===== config.mk =====
export PLATFORM = sky130hd
export DESIGN_NAME = iwdg_top
export DESIGN_NICKNAME = d
export VERILOG_FILES = /design/src/hw/iwdg_pkg.sv /design/src/hw/iwdg_ifs.sv /design/src/hw/iwdg_top.sv /design/src/hw/iwdg_downcounter.sv /design/src/hw/iwdg_key_regs.sv /design/src/hw/iwdg_wb_slave.sv
export VERILOG_INCLUDE_DIRS = /design/src /design/src/hw
export SDC_FILE = /design/constraint.sdc
export NUM_CORES = 1
export LEC_CHECK = 0
export BUFFER_PORTS_ARGS = -buffer_cell sky130_fd_sc_hd__buf_4
export CORE_ASPECT_RATIO = 1.1
export CORE_MARGIN = 2
export CORE_UTILIZATION = 50
export DETAILED_ROUTE_END_ITERATION = 10
export PLACE_DENSITY = 0.76
export SYNTH_ARGS = -nofsm -noshare
export SYNTH_HDL_FRONTEND = slang
export SYNTH_HIERARCHICAL = 1
export SYNTH_SLANG_ARGS = --single-unit

===== constraint.sdc =====
create_clock -name clk -period 3.5 [get_ports clk]
set_input_delay 0.7 -clock clk [delete_from_list [all_inputs] [get_ports clk]]
set_output_delay 0.7 -clock clk [all_outputs]
set_load 0.03 [all_outputs]

===== src/hw/iwdg_config.svh =====
/*
 * Build-time constants of the watchdog.
 * Addresses, widths, key values and reset values.
 * Include this header wherever one of these constants is needed.
 */

`ifndef IWDG_CONFIG_SVH
`define IWDG_CONFIG_SVH

// Base address of the register block.
`define IWDG_BASE_ADR 32'h0100_0000

// Byte offsets of the registers.
`define IWDG_KR_OFS  32'h0000_0000
`define IWDG_PR_OFS  32'h0000_0004
`define IWDG_RLR_OFS 32'h0000_0008
`define IWDG_ST_OFS  32'h0000_000C

// Bus widths.
`define IWDG_ADR_W 32
`define IWDG_DAT_W 16

// Register widths.
`define IWDG_KEY_W 16
`define IWDG_PR_W  3
`define IWDG_RLR_W 12

// Key values.
`define IWDG_KEY_ACCESS 16'h5555
`define IWDG_KEY_RELOAD 16'hAAAA
`define IWDG_KEY_START  16'hCCCC

// Reset value of reload register and counter.
`define IWDG_RLR_RST 12'hFFF

// Highest prescaler code with its own divider.
`define IWDG_PR_MAX 6

`endif

===== src/hw/iwdg_pkg.sv =====
/*
 * Types shared by the watchdog modules.
 * Register fields, bus words and the register select code.
 */

`include "iwdg_config.svh"

package iwdg_pkg;

  // Key register value.
  typedef logic [`IWDG_KEY_W-1:0] key_t;

  // Prescaler code, divider is 4 << code.
  typedef logic [`IWDG_PR_W-1:0] pr_t;

  // Reload value or live count.
  typedef logic [`IWDG_RLR_W-1:0] rlr_t;

  // Bus data word.
  typedef logic [`IWDG_DAT_W-1:0] dat_t;

  // Bus address.
  typedef logic [`IWDG_ADR_W-1:0] adr_t;

  // Register addressed by the current bus cycle.
  typedef enum logic [2:0] {
    SEL_KR,
    SEL_PR,
    SEL_RLR,
    SEL_ST,
    SEL_NONE
  } reg_sel_t;

endpackage


===== src/hw/iwdg_ifs.sv =====
/*
 * Internal interfaces of the watchdog.
 * iwdg_reg_if links the bus slave to the register bank.
 * iwdg_ctrl_if links the register bank to the down counter.
 */

`include "iwdg_config.svh"

interface iwdg_reg_if import iwdg_pkg::*; ();

  // One-cycle write and read strobes.
  logic     wr;
  logic     rd;
  // Decoded register and write data.
  reg_sel_t sel;
  dat_t     wdata;
  // Read data, combinational from sel.
  dat_t     rdata;

  // Bus side.
  modport bus (
    output wr,
    output rd,
    output sel,
    output wdata,
    input  rdata
  );

  // Register side, reads need no strobe.
  modport regs (
    input  wr,
    input  sel,
    input  wdata,
    output rdata
  );

endinterface

interface iwdg_ctrl_if import iwdg_pkg::*; ();

  // One-cycle command pulses.
  logic reload;
  logic start;
  // Programmed levels.
  rlr_t rlr;
  pr_t  pr;

  modport regs (
    output reload,
    output start,
    output rlr,
    output pr
  );

  modport counter (
    input reload,
    input start,
    input rlr,
    input pr
  );

endinterface


===== src/hw/iwdg_top.sv =====
/*
 * Top level of the independent watchdog.
 * Wishbone classic slave pins in, watchdog reset pulse out.
 */

`include "iwdg_config.svh"

module iwdg_top import iwdg_pkg::*; (
  input  logic clk,
  input  logic rst,
  input  dat_t dat_m2s,
  input  adr_t adr_m2s,
  input  logic cyc_m2s,
  input  logic we_m2s,
  input  logic stb_m2s,
  output dat_t dat_s2m,
  output logic ack_s2m,
  output logic iwdg_rst
);

  // Slave to register bank.
  iwdg_reg_if  rif0 ();
  // Register bank to counter.
  iwdg_ctrl_if cif0 ();

  iwdg_wb_slave slave0 (
    .clk     (clk),
    .rst     (rst),
    .dat_m2s (dat_m2s),
    .adr_m2s (adr_m2s),
    .cyc_m2s (cyc_m2s),
    .we_m2s  (we_m2s),
    .stb_m2s (stb_m2s),
    .dat_s2m (dat_s2m),
    .ack_s2m (ack_s2m),
    .rif     (rif0.bus)
  );

  iwdg_key_regs regs0 (
    .clk (clk),
    .rst (rst),
    .rif (rif0.regs),
    .cif (cif0.regs)
  );

  iwdg_downcounter cnt0 (
    .clk      (clk),
    .rst      (rst),
    .cif      (cif0.counter),
    .iwdg_rst (iwdg_rst)
  );

endmodule


===== src/hw/iwdg_downcounter.sv =====
/*
 * Prescaled 12-bit down counter of the watchdog.
 * Counts once started, reloads on command and pulses iwdg_rst
 * for one cycle when a tick finds the counter at zero.
 */

`include "iwdg_config.svh"

module iwdg_downcounter import iwdg_pkg::*; (
  input  logic         clk,
  input  logic         rst,
  iwdg_ctrl_if.counter cif,
  output logic         iwdg_rst
);

  logic       running;
  logic [7:0] pre_cnt;
  rlr_t       cnt;
  pr_t        pr_eff;
  logic [8:0] divider;
  logic [7:0] pre_last;
  logic       tick;

  // Code 7 acts as code 6.
  assign pr_eff = (cif.pr > pr_t'(`IWDG_PR_MAX)) ? pr_t'(`IWDG_PR_MAX) : cif.pr;

  // Divider is 4 << pr, 4 to 256 clocks.
  assign divider  = 9'd4 << pr_eff;
  assign pre_last = 8'(divider - 9'd1);

  // Greater-or-equal covers a smaller pr written mid-count.
  assign tick = running && (pre_cnt >= pre_last);

  // Once started, only rst stops counting.
  always_ff @(posedge clk) begin
    if (rst) begin
      running <= 1'b0;
    end else if (cif.start) begin
      running <= 1'b1;
    end
  end

  always_ff @(posedge clk) begin
    if (rst) begin
      pre_cnt  <= '0;
      cnt      <= `IWDG_RLR_RST;
      iwdg_rst <= 1'b0;
    end else begin
      iwdg_rst <= 1'b0;
      if (cif.reload) begin
        // Refresh restarts the full period.
        pre_cnt <= '0;
        cnt     <= cif.rlr;
      end else if (tick) begin
        pre_cnt <= '0;
        if (cnt == '0) begin
          // Expired: pulse and start over.
          cnt      <= cif.rlr;
          iwdg_rst <= 1'b1;
        end else begin
          cnt <= cnt - 1'b1;
        end
      end else if (running) begin
        pre_cnt <= pre_cnt + 1'b1;
      end
    end
  end

endmodule


===== src/hw/iwdg_key_regs.sv =====
/*
 * Register bank of the watchdog.
 * Holds key, prescaler and reload registers, guards the latter two
 * behind the access key and turns reload/start keys into pulses.
 */

`include "iwdg_config.svh"

module iwdg_key_regs import iwdg_pkg::*; (
  input  logic      clk,
  input  logic      rst,
  iwdg_reg_if.regs  rif,
  iwdg_ctrl_if.regs cif
);

  key_t key;
  pr_t  pr;
  rlr_t rlr;
  logic access;
  logic kr_wr;

  // Write access to PR and RLR.
  assign access = (key == key_t'(`IWDG_KEY_ACCESS));

  // Key register write in this cycle.
  assign kr_wr = rif.wr && (rif.sel == SEL_KR);

  // Command pulses, seen by the counter at the ack edge.
  assign cif.reload = kr_wr && (rif.wdata == dat_t'(`IWDG_KEY_RELOAD));
  assign cif.start  = kr_wr && (rif.wdata == dat_t'(`IWDG_KEY_START));

  assign cif.rlr = rlr;
  assign cif.pr  = pr;

  always_ff @(posedge clk) begin
    if (rst) begin
      key <= '0;
      pr  <= '0;
      rlr <= `IWDG_RLR_RST;
    end else if (rif.wr) begin
      case (rif.sel)
        SEL_KR: begin
          // Any key other than access closes the window.
          key <= key_t'(rif.wdata);
        end
        SEL_PR: begin
          if (access) begin
            pr <= rif.wdata[`IWDG_PR_W-1:0];
          end
        end
        SEL_RLR: begin
          if (access) begin
            rlr <= rif.wdata[`IWDG_RLR_W-1:0];
          end
        end
        default: begin
          // Status and unmapped writes are dropped.
        end
      endcase
    end
  end

  // Read mux.
  always_comb begin
    case (rif.sel)
      SEL_KR:  rif.rdata = dat_t'(key);
      SEL_PR:  rif.rdata = dat_t'(pr);
      SEL_RLR: rif.rdata = dat_t'(rlr);
      // Status has no flags left.
      default: rif.rdata = '0;
    endcase
  end

endmodule


===== src/hw/iwdg_wb_slave.sv =====
/*
 * Wishbone classic slave of the watchdog.
 * Decodes the address, issues one strobe per request
 * and returns a registered acknowledge with read data.
 */

`include "iwdg_config.svh"

module iwdg_wb_slave import iwdg_pkg::*; (
  input  logic       clk,
  input  logic       rst,
  input  dat_t       dat_m2s,
  input  adr_t       adr_m2s,
  input  logic       cyc_m2s,
  input  logic       we_m2s,
  input  logic       stb_m2s,
  output dat_t       dat_s2m,
  output logic       ack_s2m,
  iwdg_reg_if.bus    rif
);

  logic req;

  // New request, the ack cycle never starts another one.
  assign req = cyc_m2s && stb_m2s && !ack_s2m;

  // Strobes are valid only in the request cycle.
  assign rif.wr    = req && we_m2s;
  assign rif.rd    = req && !we_m2s;
  assign rif.wdata = dat_m2s;

  // Address decode.
  always_comb begin
    if (adr_m2s == adr_t'(`IWDG_BASE_ADR + `IWDG_KR_OFS)) begin
      rif.sel = SEL_KR;
    end else if (adr_m2s == adr_t'(`IWDG_BASE_ADR + `IWDG_PR_OFS)) begin
      rif.sel = SEL_PR;
    end else if (adr_m2s == adr_t'(`IWDG_BASE_ADR + `IWDG_RLR_OFS)) begin
      rif.sel = SEL_RLR;
    end else if (adr_m2s == adr_t'(`IWDG_BASE_ADR + `IWDG_ST_OFS)) begin
      rif.sel = SEL_ST;
    end else begin
      // Unmapped, still acknowledged.
      rif.sel = SEL_NONE;
    end
  end

  // Ack one cycle after the request, for one cycle.
  always_ff @(posedge clk) begin
    if (rst) begin
      ack_s2m <= 1'b0;
    end else begin
      ack_s2m <= req;
    end
  end

  // Read data lines up with ack.
  // Zero on writes and between accesses.
  always_ff @(posedge clk) begin
    if (rif.rd) begin
      dat_s2m <= rif.rdata;
    end else begin
      dat_s2m <= '0;
    end
  end

endmodule


==> summary.md <==
| Metric | Value |
|---|---|
| Status | `finished, final reports clean` |
| Gate count of the mapped netlist | `431` |
| Vias in the first global route | `3,188` |
| Pwr per Cell Area | `336 nW/µm²` |
| Post-synthesis async set-or-reset flop share | `0` |
| VDD IR max | `251 µV` |
| CP max stage delay | `600 ps` |
| Share of layout cells above drive strength 1 | `0.233` |
| Worst hold path class | `flop to flop` |
| Placed Instance Area | `4120 µm²` |
| Ant diodes | `0` |
| Critical path buffers and inverters | `4` |
| CTS sink cnt | `70` |
| Clock tree buffer depth | `2` |
| Initial core utilization | `0.515` |
| Slowest-stage cell, CP | `or4b_4` |
| Post-CTS repair timing setup buffer count | `0` |
| Setup crit end kind | `flop` |
| Fin crit share | `0.904` |
| Hold Vio Cnt, Final | `0` |
| Slew headroom | `0.375` |
| Post-synth top flop | `dfxtp_1` |
| Syn Nets | `493` |
| CTS buffer count | `9` |
| Pint | `1.09 mW` |
| Cell Chain, Critical Path | `buf_4, nor4_1, nand4_1, or4b_4, nor3_4, nand2_2, nor3_1, and3_2, inv_1, o41a_1, buf_12, buf_12, o21ai_0, a22oi_1` |
| Detailed-route wire length | `8680 µm` |
| Total Routing Usage GR | `0.230` |
| Gate power share | `0.053` |
| DR vias | `3,302` |
| Total gr overflow | `0` |
| Net Switching | `0.346 mW` |
| Inst Count DP | `559` |
| Final Critical Period | `3160 ps` |
| Synth Warn # | `6` |
| CTS resizes | `0` |
| Clk slew on worst S/H paths | `80 ps` |
| Netlist cell types | `58` |
| Register bit total from synthesis | `70` |
| Sequential Area | `1400 µm²` |
| Largest net degree at the start of global routing | `46` |
| Final setup viols | `0` |
| Mapped Area | `3610 µm²` |
| Final Total Pwr | `1.44 mW` |
| Hold_ws | `464 ps` |
| DR DRC count | `0` |
| Initial antenna violation count | `0` |
| Antenna viol nets, final | `0` |
| Fin cells | `574` |
| Setup Skew | `5.06 ps` |
| Worst path arrival time | `3390 ps` |
| Root Buffer | `clkbuf_8` |
| H-tree depth | `3` |
| Static leakage | `1.65 nW` |
| Ports | `71` |
| # rows | `32` |
| First-pass GRT wire length | `14,700 µm` |
| Switching share of power | `0.241` |
| Port bufs | `70` |
| Final instance area | `4280 µm²` |
| Vias/cell | `5.75` |
| Critical path's top delay family | `simple AND/OR/NAND/NOR gates` |
| Filler instances | `641` |
| Kind of critical path | `input port to flop` |
| Fin Setup TNS | `0 ps` |
| Most frequent CP cell | `buf_12` |
| Synth Area per Inst | `8.38 µm²` |
| Initial drt markers | `137` |
| Startpoint Class | `input port` |
| Max Cap Viol | `0` |
| Final WS setup | `336 ps` |
| Nets@finish | `547` |
| Die X | `85.0 µm` |
| Area Overhead vs Synth | `18.5%` |
| Sequential share of the synthesized area | `0.388` |
| Reg power frac | `0.554` |
| Worst-skew pair later-pin latency | `340 ps` |
| CP Max Fanout | `8` |
| First-pass iteration count of the detailed router | `4` |
| CTS tree | `yes` |
| Die ar. | `7920 µm²` |
| Slew @ Worst Pin | `934 ps` |
| EDFF count, synth | `0` |
| Core Region | `7010 µm²` |
| RSZ-0062 raised after global routing | `false` |
| Die Y | `93.1 µm` |
| DR WL/cell | `15.1 µm` |
| Util after Layout | `0.611` |
| Worst Path Required | `3730 ps` |
| Final GP Congestion | `0.867` |
| Fin. max-slew vios | `0` |
| Hold_buf cts | `0` |
| Multi-input gate area | `1890 µm²` |
| FMAX | `316 MHz` |
| Clock share of power | `0.393` |
| Hpwl dp | `6540 µm` |
| DP Worst Slack | `-3.69 ps` |
==> flip-flops by register name, summed over array words and instances, names as in the netlist <==
register	flops
regs0/cif.rlr	12
regs0/cif.pr	3
slave0/ack_s2m	1
cnt0/pre_cnt	8
slave0/dat_s2m	16
cnt0/iwdg_rst	1
cnt0/cnt	12
cnt0/running	1
regs0/key	16
==> worst paths after layout <==
| path | depth (start not counted) | start | slack, ps | to |
|---|---|---|---|---|
| min reg2reg | 2 | regs0/key[12] | 460 | regs0/key[12] |
| max reg2reg | 11 | slave0/ack_s2m | 1140 | cnt0/cnt[8] |
| min | 2 | regs0/key[12] | 460 | regs0/key[12] |
| max | 14 | adr_m2s[27] | 340 | cnt0/cnt[8] |
==> Yosys cell counts, drive strengths merged, types with 4 or more instances <==
| cell | instances | area [µm²] |
|---|---|---|
| dfxtp | 70 | 1400 |
| nand2 | 45 | 169 |
| o21ai | 33 | 165 |
| buf | 31 | 243 |
| a21oi | 30 | 150 |
| nor2 | 27 | 101 |
| and2 | 23 | 144 |
| nor4 | 23 | 144 |
| nor3 | 15 | 91.3 |
| clkbuf | 13 | 50.0 |
| a31oi | 12 | 75.1 |
| inv | 11 | 41.3 |
| a22o | 9 | 78.8 |
| ha | 9 | 113 |
| nand3 | 8 | 40.0 |
| nand4 | 7 | 50.1 |
| mux2i | 6 | 60.1 |
| a22oi | 5 | 37.5 |
| nor4bb | 5 | 50.1 |
| a211oi | 4 | 30.0 |
| nand2b | 4 | 25.0 |
| xor2 | 4 | 35.0 |
==> per-layer routing <==
metal	part of all wire	GRT usage	vias up
li1	-	-	1645
met5	0	0	-
met2	0.47	0.371	125
met3	0.067	0.0459	13
met4	0.021	0.0913	0
met1	0.44	0.303	1519
==> cell families after synthesis <==
group | after synthesis | share of synthesized area
simple gates | 181 | 0.281
compound gates | 103 | 0.173
flops | 70 | 0.388
buf+inv | 55 | 0.0925
fa+ha+maj | 9 | 0.0312
xor+xnor | 7 | 0.0170
mux | 6 | 0.0166
==> placed cells by master (no fill, tap or decap), types with 2 or more instances in the layout <==
master | netlist | layout
xor2_1 | 4 | 4
ha_1 | 9 | 9
mux2i_1 | 6 | 6
a22oi_1 | 5 | 5
a22o_1 | 9 | 9
nand2b_1 | 4 | 4
or3_1 | 2 | 2
nor2b_1 | 2 | 2
or2_2 | 2 | 2
buf_4 | 17 | 85
nor2_1 | 27 | 27
nor3_1 | 13 | 13
inv_1 | 11 | 11
a211oi_1 | 4 | 4
nand3_1 | 8 | 8
o21ai_0 | 25 | 25
a31oi_1 | 12 | 12
xnor2_1 | 3 | 3
nor4_1 | 23 | 22
clkinv_2 | 0 | 3
nand4_1 | 6 | 6
dfxtp_1 | 70 | 70
or4_1 | 2 | 2
or4b_1 | 3 | 2
a21oi_1 | 30 | 30
nand3b_1 | 2 | 2
nand2_1 | 45 | 44
clkbuf_8 | 0 | 9
clkinvlp_4 | 0 | 2
and2_1 | 23 | 23
o21ai_1 | 8 | 8
nor4bb_1 | 5 | 5
buf_12 | 1 | 2
==> power by group through the flow <==
stage               clock (mW)  sequential (mW)  combinational [mW]
floorplan                    0            0.816              0.0336
global placement             0            0.815              0.0753
detailed placement           0            0.815              0.0763
CTS                      0.580            0.796              0.0766
global route             0.614            0.796              0.0822
finish                   0.564            0.796              0.0767
==> cell type report <==
cell class / count / share of cell area
Clock buffer: 9 / 0.0290
Tap cell: 85 / 0.0249
Clock inverter: 6 / 0.00907
Timing Repair Buffer: 87 / 0.159
Multi-Input combinational cell: 306 / 0.441
Inverter: 11 / 0.00965
Sequential cell: 70 / 0.328
==> worst reg2reg max path, stage by stage (launching register included) <==
cell and delay, ps:
dfxtp_1 310, nand3b_1 190, nor2_1 390, nand2_2 100, nor3_1 220, and3_2 230, inv_1 60, o41a_1 170
buf_12 170, buf_12 120, o21ai_0 170, a22oi_1 110
(Power assumes the default switching activity.)
